<file path="src/rtl/fpu_pkg.sv">
package fpu_pkg;

	// Single-precision field widths.
	localparam int EXP_W    = 8;
	localparam int FRAC_W   = 23;
	localparam int EXP_BIAS = 127;

	localparam logic [31:0] CANON_NAN = 32'h7fc0_0000;

	typedef enum logic [3:0] {
		OP_CVT_S_W,
		OP_CVT_S_WU,
		OP_CVT_W_S,
		OP_CVT_WU_S,
		OP_SGNJ,
		OP_SGNJN,
		OP_SGNJX,
		OP_FEQ,
		OP_FLT,
		OP_FLE
	} fpu_op_e;

	// RISC-V frm encodings.
	typedef enum logic [2:0] {
		RM_RNE = 3'd0,
		RM_RTZ = 3'd1,
		RM_RDN = 3'd2,
		RM_RUP = 3'd3,
		RM_RMM = 3'd4
	} round_mode_e;

	// Order is NV, DZ, OF, UF, NX.
	typedef logic [4:0] fflags_t;

	localparam int FLAG_NV = 4;
	localparam int FLAG_NX = 0;

	// Sign injection selects.
	localparam logic [1:0] SGN_J    = 2'd0;
	localparam logic [1:0] SGN_JN   = 2'd1;
	localparam logic [1:0] SGN_JX   = 2'd2;
	localparam logic [1:0] SGN_KEEP = 2'd3;

	// Compare selects. CMP_NONE passes the sign injection result.
	localparam logic [1:0] CMP_EQ   = 2'd0;
	localparam logic [1:0] CMP_LT   = 2'd1;
	localparam logic [1:0] CMP_LE   = 2'd2;
	localparam logic [1:0] CMP_NONE = 2'd3;

endpackage

</file>
<file path="src/rtl/float_to_int.sv">
`timescale 1ns/1ps

module float_to_int (
	input  logic [31:0]          f,
	input  logic                 is_signed,
	input  fpu_pkg::round_mode_e rm,
	output logic [31:0]          res,
	output logic                 nv,
	output logic                 nx
);
	import fpu_pkg::*;

	// Binary point sits at bit POINT of the wide shifter.
	localparam int WIDE_W    = 96;
	localparam int POINT     = 64;
	localparam int SHIFT_OFS = EXP_BIAS + FRAC_W - POINT;

	logic              sign;
	logic [EXP_W-1:0]  exp;
	logic [FRAC_W:0]   sig;
	logic              is_nan;
	logic              too_big;
	logic              too_small;
	logic [6:0]        shamt;
	logic [WIDE_W-1:0] wide;
	logic [31:0]       int_part;
	logic              guard;
	logic              round_bit;
	logic              sticky;
	logic [31:0]       mag;
	logic              carry;
	logic              inexact;
	logic              invalid;

	assign sign   = f[31];
	assign exp    = f[FRAC_W +: EXP_W];
	// Subnormals flush to zero.
	assign sig    = {(exp != '0), f[FRAC_W-1:0]} & {(FRAC_W + 1){exp != '0}};
	assign is_nan = (&exp) & (|f[FRAC_W-1:0]);

	// Magnitude of 2^32 or more, also inf and NaN.
	assign too_big   = int'(exp) > EXP_BIAS + 31;
	// Below 0.25 only sticky survives.
	assign too_small = int'(exp) < EXP_BIAS - 2;

	assign shamt = 7'(exp - EXP_W'(SHIFT_OFS));
	assign wide  = {{(WIDE_W - FRAC_W - 1){1'b0}}, sig} << shamt;

	always_comb begin
		if (too_small) begin
			int_part  = '0;
			guard     = 1'b0;
			round_bit = 1'b0;
			sticky    = |sig;
		end else begin
			int_part  = wide[POINT +: 32];
			guard     = wide[POINT-1];
			round_bit = wide[POINT-2];
			sticky    = |wide[POINT-3:0];
		end
	end

	fp_round #(
		.MANT_W(32)
	) i_round (
		.sign     (sign),
		.mant     (int_part),
		.guard    (guard),
		.round_bit(round_bit),
		.sticky   (sticky),
		.rm       (rm),
		.rounded  (mag),
		.carry    (carry),
		.inexact  (inexact)
	);

	always_comb begin
		if (is_signed) begin
			invalid = too_big | carry | (sign ? (mag > 32'h8000_0000) : mag[31]);
		end else begin
			invalid = too_big | carry | (sign & (mag != '0));
		end

		if (is_nan) begin
			res = is_signed ? 32'h7fff_ffff : 32'hffff_ffff;
		end else if (invalid) begin
			if (is_signed) begin
				res = sign ? 32'h8000_0000 : 32'h7fff_ffff;
			end else begin
				res = sign ? 32'h0000_0000 : 32'hffff_ffff;
			end
		end else begin
			res = sign ? -mag : mag;
		end

		nv = invalid;
		// Invalid conversions raise NV only.
		nx = inexact & ~invalid;
	end

endmodule

</file>
<file path="src/rtl/fp_round.sv">
`timescale 1ns/1ps

module fp_round #(
	parameter int MANT_W = 24
) (
	input  logic                 sign,
	input  logic [MANT_W-1:0]    mant,
	input  logic                 guard,
	input  logic                 round_bit,
	input  logic                 sticky,
	input  fpu_pkg::round_mode_e rm,
	output logic [MANT_W-1:0]    rounded,
	output logic                 carry,
	output logic                 inexact
);
	import fpu_pkg::*;

	logic inc;

	assign inexact = guard | round_bit | sticky;

	// Increment decision per mode.
	always_comb begin
		case (rm)
			RM_RTZ: begin
				inc = 1'b0;
			end
			RM_RDN: begin
				inc = sign & inexact;
			end
			RM_RUP: begin
				inc = ~sign & inexact;
			end
			RM_RMM: begin
				inc = guard;
			end
			default: begin
				// Ties go to the even mantissa.
				inc = guard & (round_bit | sticky | mant[0]);
			end
		endcase
	end

	assign {carry, rounded} = {1'b0, mant} + {{MANT_W{1'b0}}, inc};

endmodule

</file>
<file path="src/rtl/fp_sign_cmp.sv">
`timescale 1ns/1ps

module fp_sign_cmp (
	input  logic [31:0] a,
	input  logic [31:0] b,
	input  logic [1:0]  sgn_mode,
	input  logic [1:0]  cmp_mode,
	output logic [31:0] res,
	output logic        nv
);
	import fpu_pkg::*;

	localparam int MAG_W = EXP_W + FRAC_W;

	logic             a_nan;
	logic             b_nan;
	logic             a_snan;
	logic             b_snan;
	logic [MAG_W-1:0] a_mag;
	logic [MAG_W-1:0] b_mag;
	logic             eq;
	logic             lt;
	logic             hit;
	logic             sgn;

	assign a_nan  = (&a[FRAC_W +: EXP_W]) & (|a[FRAC_W-1:0]);
	assign b_nan  = (&b[FRAC_W +: EXP_W]) & (|b[FRAC_W-1:0]);
	// Quiet NaNs share the top bits of the canonical NaN.
	assign a_snan = a_nan & (a[MAG_W-1:FRAC_W-1] != CANON_NAN[MAG_W-1:FRAC_W-1]);
	assign b_snan = b_nan & (b[MAG_W-1:FRAC_W-1] != CANON_NAN[MAG_W-1:FRAC_W-1]);

	// Subnormals compare as zero.
	assign a_mag = (a[FRAC_W +: EXP_W] == '0) ? '0 : a[MAG_W-1:0];
	assign b_mag = (b[FRAC_W +: EXP_W] == '0) ? '0 : b[MAG_W-1:0];

	always_comb begin
		if (a_mag == '0 && b_mag == '0) begin
			eq = 1'b1;
			lt = 1'b0;
		end else if (a[31] != b[31]) begin
			eq = 1'b0;
			lt = a[31];
		end else begin
			eq = (a_mag == b_mag);
			lt = a[31] ? (a_mag > b_mag) : (a_mag < b_mag);
		end
	end

	always_comb begin
		case (sgn_mode)
			SGN_J:   sgn = b[31];
			SGN_JN:  sgn = ~b[31];
			SGN_JX:  sgn = a[31] ^ b[31];
			default: sgn = a[31];
		endcase

		hit = 1'b0;
		nv  = 1'b0;
		case (cmp_mode)
			CMP_EQ: begin
				hit = eq;
				nv  = a_snan | b_snan;
			end
			CMP_LT: begin
				hit = lt;
				nv  = a_nan | b_nan;
			end
			CMP_LE: begin
				hit = lt | eq;
				nv  = a_nan | b_nan;
			end
			default: ;
		endcase

		if (cmp_mode == CMP_NONE) begin
			res = {sgn, a[MAG_W-1:0]};
		end else begin
			res = {31'b0, hit & ~(a_nan | b_nan)};
		end
	end

endmodule

</file>
<file path="src/rtl/fpu_ctrl.sv">
`timescale 1ns/1ps

module fpu_ctrl (
	input  logic                 clk,
	input  logic                 rst_n,
	input  logic                 start,
	input  fpu_pkg::fpu_op_e     op,
	input  fpu_pkg::round_mode_e rm,
	input  logic [31:0]          opa,
	input  logic [31:0]          opb,
	output logic [31:0]          s1_a,
	output logic [31:0]          s1_b,
	output fpu_pkg::round_mode_e s1_rm,
	output logic                 cvt_signed,
	output logic [1:0]           sgn_mode,
	output logic [1:0]           cmp_mode,
	input  logic [31:0]          i2f_res,
	input  logic                 i2f_nx,
	input  logic [31:0]          f2i_res,
	input  logic                 f2i_nv,
	input  logic                 f2i_nx,
	input  logic [31:0]          sc_res,
	input  logic                 sc_nv,
	output logic                 res_valid,
	output logic [31:0]          res,
	output fpu_pkg::fflags_t     flags
);
	import fpu_pkg::*;

	fpu_op_e     s1_op;
	logic        s1_valid;
	logic [31:0] sel_res;
	logic        sel_nv;
	logic        sel_nx;
	fflags_t     sel_flags;

	always_ff @(posedge clk or negedge rst_n) begin
		if (!rst_n) begin
			s1_valid <= 1'b0;
		end else begin
			s1_valid <= start;
		end
	end

	// Stage 1 operands.
	always_ff @(posedge clk) begin
		if (start) begin
			s1_op <= op;
			s1_a  <= opa;
			s1_b  <= opb;
			case (rm)
				RM_RTZ, RM_RDN, RM_RUP, RM_RMM: s1_rm <= rm;
				// Reserved codes round to nearest even.
				default: s1_rm <= RM_RNE;
			endcase
		end
	end

	always_comb begin
		cvt_signed = (s1_op == OP_CVT_S_W) || (s1_op == OP_CVT_W_S);
		sgn_mode   = SGN_KEEP;
		cmp_mode   = CMP_NONE;
		case (s1_op)
			OP_SGNJ:  sgn_mode = SGN_J;
			OP_SGNJN: sgn_mode = SGN_JN;
			OP_SGNJX: sgn_mode = SGN_JX;
			OP_FEQ:   cmp_mode = CMP_EQ;
			OP_FLT:   cmp_mode = CMP_LT;
			OP_FLE:   cmp_mode = CMP_LE;
			default: ;
		endcase
	end

	// Result and flag select.
	always_comb begin
		sel_res = sc_res;
		sel_nv  = sc_nv;
		sel_nx  = 1'b0;
		case (s1_op)
			OP_CVT_S_W, OP_CVT_S_WU: begin
				sel_res = i2f_res;
				sel_nv  = 1'b0;
				sel_nx  = i2f_nx;
			end
			OP_CVT_W_S, OP_CVT_WU_S: begin
				sel_res = f2i_res;
				sel_nv  = f2i_nv;
				sel_nx  = f2i_nx;
			end
			OP_SGNJ, OP_SGNJN, OP_SGNJX: begin
				sel_nv = 1'b0;
			end
			default: ;
		endcase
		sel_flags          = '0;
		sel_flags[FLAG_NV] = sel_nv;
		sel_flags[FLAG_NX] = sel_nx;
	end

	always_ff @(posedge clk or negedge rst_n) begin
		if (!rst_n) begin
			res_valid <= 1'b0;
			res       <= '0;
			flags     <= '0;
		end else begin
			res_valid <= s1_valid;
			// Idle cycles show zero.
			if (s1_valid) begin
				res   <= sel_res;
				flags <= sel_flags;
			end else begin
				res   <= '0;
				flags <= '0;
			end
		end
	end

endmodule

</file>
<file path="src/rtl/fpu_unit.sv">
`timescale 1ns/1ps

module fpu_unit (
	input  logic                 clk,
	input  logic                 rst_n,
	input  logic                 start,
	input  fpu_pkg::fpu_op_e     op,
	input  fpu_pkg::round_mode_e rm,
	input  logic [31:0]          opa,
	input  logic [31:0]          opb,
	output logic                 res_valid,
	output logic [31:0]          res,
	output fpu_pkg::fflags_t     flags
);
	import fpu_pkg::*;

	logic [31:0] s1_a;
	logic [31:0] s1_b;
	round_mode_e s1_rm;
	logic        cvt_signed;
	logic [1:0]  sgn_mode;
	logic [1:0]  cmp_mode;
	logic [31:0] i2f_res;
	logic        i2f_nx;
	logic [31:0] f2i_res;
	logic        f2i_nv;
	logic        f2i_nx;
	logic [31:0] sc_res;
	logic        sc_nv;

	fpu_ctrl i_ctrl (
		.clk       (clk),
		.rst_n     (rst_n),
		.start     (start),
		.op        (op),
		.rm        (rm),
		.opa       (opa),
		.opb       (opb),
		.s1_a      (s1_a),
		.s1_b      (s1_b),
		.s1_rm     (s1_rm),
		.cvt_signed(cvt_signed),
		.sgn_mode  (sgn_mode),
		.cmp_mode  (cmp_mode),
		.i2f_res   (i2f_res),
		.i2f_nx    (i2f_nx),
		.f2i_res   (f2i_res),
		.f2i_nv    (f2i_nv),
		.f2i_nx    (f2i_nx),
		.sc_res    (sc_res),
		.sc_nv     (sc_nv),
		.res_valid (res_valid),
		.res       (res),
		.flags     (flags)
	);

	int_to_float i_i2f (
		.a        (s1_a),
		.is_signed(cvt_signed),
		.rm       (s1_rm),
		.res      (i2f_res),
		.nx       (i2f_nx)
	);

	float_to_int i_f2i (
		.f        (s1_a),
		.is_signed(cvt_signed),
		.rm       (s1_rm),
		.res      (f2i_res),
		.nv       (f2i_nv),
		.nx       (f2i_nx)
	);

	fp_sign_cmp i_sc (
		.a       (s1_a),
		.b       (s1_b),
		.sgn_mode(sgn_mode),
		.cmp_mode(cmp_mode),
		.res     (sc_res),
		.nv      (sc_nv)
	);

endmodule

</file>
<file path="src/rtl/int_to_float.sv">
`timescale 1ns/1ps

module int_to_float (
	input  logic [31:0]          a,
	input  logic                 is_signed,
	input  fpu_pkg::round_mode_e rm,
	output logic [31:0]          res,
	output logic                 nx
);
	import fpu_pkg::*;

	logic              neg;
	logic [31:0]       mag;
	logic [4:0]        msb;
	logic [31:0]       norm;
	logic [FRAC_W:0]   rounded;
	logic              carry;
	logic [EXP_W-1:0]  exp;

	assign neg = is_signed & a[31];
	assign mag = neg ? -a : a;

	// Leading one position.
	always_comb begin
		msb = '0;
		for (int i = 0; i < 32; i++) begin
			if (mag[i]) begin
				msb = 5'(i);
			end
		end
	end

	assign norm = mag << (5'd31 - msb);

	fp_round #(
		.MANT_W(24)
	) i_round (
		.sign     (neg),
		.mant     (norm[31:8]),
		.guard    (norm[7]),
		.round_bit(norm[6]),
		.sticky   (|norm[5:0]),
		.rm       (rm),
		.rounded  (rounded),
		.carry    (carry),
		.inexact  (nx)
	);

	// Carry out means the mantissa wrapped to 1.0.
	assign exp = EXP_W'(msb) + EXP_W'(EXP_BIAS) + EXP_W'(carry);

	assign res = (a == '0) ? '0 : {neg, exp, rounded[FRAC_W-1:0]};

endmodule

</file>
<file path="config.mk">
export PLATFORM = sky130hd
export DESIGN_NAME = fpu_unit
export DESIGN_NICKNAME = d
export VERILOG_FILES = /design/src/rtl/fpu_pkg.sv /design/src/rtl/float_to_int.sv /design/src/rtl/fp_round.sv /design/src/rtl/fp_sign_cmp.sv /design/src/rtl/fpu_ctrl.sv /design/src/rtl/fpu_unit.sv /design/src/rtl/int_to_float.sv
export SDC_FILE = /design/constraint.sdc
export NUM_CORES = 1
export LEC_CHECK = 0
export BUFFER_PORTS_ARGS = -buffer_cell sky130_fd_sc_hd__buf_4
export CORE_ASPECT_RATIO = 0.5
export CORE_MARGIN = 2
export CORE_UTILIZATION = 50
export DETAILED_ROUTE_END_ITERATION = 8
export PLACE_DENSITY = 0.78
export SLEW_MARGIN = 5
export SYNTH_ARGS = -nofsm -noshare
export SYNTH_HDL_FRONTEND = slang
export SYNTH_SLANG_ARGS = --single-unit
</file>
<file path="constraint.sdc">
create_clock -name clk -period 8.8 [get_ports clk]
set_input_delay 0.88 -clock clk [delete_from_list [all_inputs] [get_ports clk]]
set_output_delay 0.88 -clock clk [all_outputs]
set_load 0.01 [all_outputs]
</file>
==> results.rst <==
.. list-table::
   :header-rows: 1

   * - Metric
     - Value
   * - Fraction of registers with async set or reset after synthesis
     - 33.64%
   * - Starting density of the core
     - 51.05%
   * - Final hold violation count
     - 0
   * - Data arrival time of the worst path
     - 8.62 ns
   * - Floorplan die area
     - 32670 sq um
   * - Power per cell area
     - 150.9 nW/um^2
   * - Total cell area at the placement stage
     - 16920 sq um
   * - Final period utilization
     - 95.09%
   * - Worst Setup Path Type
     - reg -> reg
   * - Crit path buf inv count
     - 0
   * - Remaining global-route overflow
     - 0
   * - Initial DRC Count
     - 3331
   * - Longest individual stage delay on the worst path
     - 0.81 ns
   * - Fraction of final layout cells sized beyond drive strength 1
     - 15.07%
   * - Most used DFF post-synth
     - sky130_fd_sc_hd__edfxtp_1
   * - Total I/O pin count
     - 112
   * - Total Routed Length
     - 68.09 mm
   * - Average instance area after synthesis
     - 7.682 sq um
   * - Maximum buffer depth of the clock tree
     - 2
   * - Final worst hold slack
     - 0.4596 ns
   * - Count of antenna-violating nets left after detailed routing
     - 0
   * - Post-synthesis instance area
     - 15580 sq um
   * - Static power due to leakage
     - 6.452 nW
   * - Headroom to the max-slew limit
     - 32.27%
   * - Routability Congestion
     - 1.054
   * - Number of remaining DRC errors
     - 0
   * - Cell with the biggest individual delay on the critical path
     - sky130_fd_sc_hd__nor3_1
   * - Post-route cell area
     - 17200 sq um
   * - Post-synth EDFFs
     - 71
   * - Leading cell type in the layout, fill and taps excluded
     - sky130_fd_sc_hd__buf_4
   * - Flops & latches, synth
     - 107
   * - Cell row count
     - 45
   * - TritonCTS Buffers
     - 9
   * - Latest clock arrival within the worst-skew pair
     - 0.37 ns
   * - Total length of routed met3 wires
     - 9.540 mm
   * - Yosys cell types
     - 110
   * - Met1 wire length
     - 27.78 mm
   * - Synth-to-layout area growth
     - 10.38%
   * - Count of nets after finishing
     - 2194
   * - Slew of the pin with the lowest slew margin
     - 1.009 ns
   * - Count of vias placed by the detailed router
     - 18110
   * - Kind of start point of the critical path
     - flop
   * - Routed length per placed instance
     - 27.24 microns
   * - Met2 WL post-DR
     - 27.80 mm
   * - Overall power of the completed layout
     - 0.002596 W
   * - Global-route usage over all layers
     - 41.06%
   * - Floorplan core area
     - 30520 sq um
   * - Maximum number of pins on one net before global-route repair
     - 73
   * - Port Buf Inserts
     - 108
   * - Final critical delay including setup and external delays
     - 8.368 ns
   * - Half-perimeter wire length after detailed placement
     - 52.78 mm
   * - Count of max-cap constraint violations
     - 0
   * - Pins Over Slew Limit
     - 0
   * - Most frequent cells in the layout
     - 198 x sky130_fd_sc_hd__buf_4, 178 x sky130_fd_sc_hd__nand2_1, 152 x sky130_fd_sc_hd__nor2_1
   * - Antenna violations before repair
     - 1
   * - Total iterations of the first detailed-routing run
     - 6
   * - Width of the die
     - 253.6 microns
   * - Die span in y
     - 128.8 microns
   * - RSZ-0062 raised after global routing
     - no
   * - Critical path's most frequent cell
     - sky130_fd_sc_hd__ha_1
   * - Achievable clock frequency
     - 119.5 MHz
   * - Routed via count divided by cell count
     - 7.242
   * - Worst hold path type
     - in -> async
   * - First-pass GRT wire length
     - 101.4 mm
   * - Worst IR Drop VDD
     - 0.1007 mV
   * - Via count of the first global-routing pass
     - 16250
   * - Final sum of negative setup slack
     - 0 ns
   * - Final setup vio count
     - 0
   * - Outcome
     - finished, final reports clean
   * - Endpoint type of the worst setup path
     - flop
   * - Top routing layer used
     - met4
   * - Root Buffer
     - sky130_fd_sc_hd__clkbuf_16
   * - Cell family with most CP delay
     - compound AO/OA/AOI/OAI gates
   * - Yosys warning total
     - 0
   * - Post CTS Setup Buffer Count
     - 0
   * - CP max FO
     - 13
   * - Syn Inst Count
     - 2028
   * - Sequential cell area fraction in the yosys report
     - 19.47%
   * - Post-Route Skew
     - 0.01167 ns
   * - Ant. Diodes
     - 0
   * - Cts repair resizes
     - 0
   * - Hold Buf Count CTS
     - 0
   * - Register clock-pin slew on the reported worst setup and hold paths
     - 0.08 ns
   * - Worst endpoint required time
     - 9.06 ns
   * - CTS Sinks
     - 107
   * - Clock tree from TritonCTS
     - yes
   * - CTS H-Tree Depth
     - 3
[flip-flops by register name, indices dropped and copies added, names as in the netlist]
name	cells
i_ctrl.s1_valid	1
i_ctrl.s1_b	32
i_ctrl.flags	2
i_ctrl.res	32
i_ctrl.s1_rm	3
i_ctrl.s1_a	32
i_ctrl.s1_op	4
i_ctrl.res_valid	1
[cells by family (layout without fill, tap and decap cells)]
group / count (synthesis) / after routing / share of synthesized area, %
simple gates: 757 / 757 / 25.78
compound gates: 688 / 688 / 31.03
buf+inv: 205 / 252 / 5.622
xor+xnor: 122 / 122 / 6.858
flops: 107 / 107 / 19.47
mux: 100 / 100 / 7.380
fa+ha+maj: 48 / 48 / 3.839
other cells: 1 / 3 / 0.02407
[routing by layer]
layer / global-route usage (%) / up-vias
li1: - / 7930
met1: 57.36 / 8495
met2: 59.90 / 1444
met3: 11.11 / 236
met4: 16.82 / 0
met5: 0 / -
[synth_stat cells, drive strengths merged, types with 21 or more instances]
cell type  count  area share, %
ha            47            3.8
a21o          23            1.1
nor2b         25            1.0
a31oi         26            1.0
nand4         49            2.0
clkbuf       107            2.6
o211ai        32            1.5
edfxtp        71             14
dfrtp         36            5.8
nor4          43            2.3
o21a          21            1.0
nand2        179            4.3
and2          43            1.7
o21ai        118            3.8
or2           22           0.88
xor2          46            2.6
a211oi        32            1.5
nor2         152            3.7
mux2i         71            4.6
nor3          57            1.9
buf           60            2.1
inv           35           0.84
xnor2         76            4.3
o31ai         39            1.9
a21oi        142            4.6
nand3         69            2.2
[report_power, final]
group	leakage [nW]	total (W)	switching, W	internal, W
Combinational	5.16	0.00154	0.000997	0.000547
Clock	0.132	0.000391	0.000196	0.000195
Sequential	1.16	0.000662	0.0000708	0.000591
Total	6.45	0.00260	0.00126	0.00133
[per-stage QoR]
stage | std cells | util, % | worst slack (ns)
floorplan | 2030 | - | 0.5678
global placement | 2485 | 55.44 | 0.8333
detailed placement | 2485 | 55.44 | 0.6744
CTS | 2500 | 56.35 | 0.6146
global route | 2500 | 56.36 | 0.02703
finish | 2500 | 56.36 | 0.4323
[final cells by class]
class                   instances  area, sq um
clock inverters                 5        47.55
flip-flops and latches        107         3033
clock buffers                  10        229.0
multi-input cells            1718        11710
fillers                      2900        13320
well taps                     423        529.3
inverters                      38        143.9
repair buffers                199         1506
[path summary, 6_finish.rpt]
| path | end | slack (ns) | cells after the start | startpoint |
|---|---|---|---|---|
| max | i_ctrl.res[24] | 0.43 | 26 | i_ctrl.s1_a[12] |
| max in group asynchronous | i_ctrl.res[0] | 7.99 | 1 | rst_n |
| max reg2reg | i_ctrl.res[24] | 0.43 | 26 | i_ctrl.s1_a[12] |
| min reg2reg | i_ctrl.res_valid | 0.60 | 0 | i_ctrl.s1_valid |
| min | i_ctrl.res[12] | 0.46 | 1 | rst_n |
| min in group clk | i_ctrl.res_valid | 0.60 | 0 | i_ctrl.s1_valid |
Note: power is estimated with default switching activity, not from simulation.
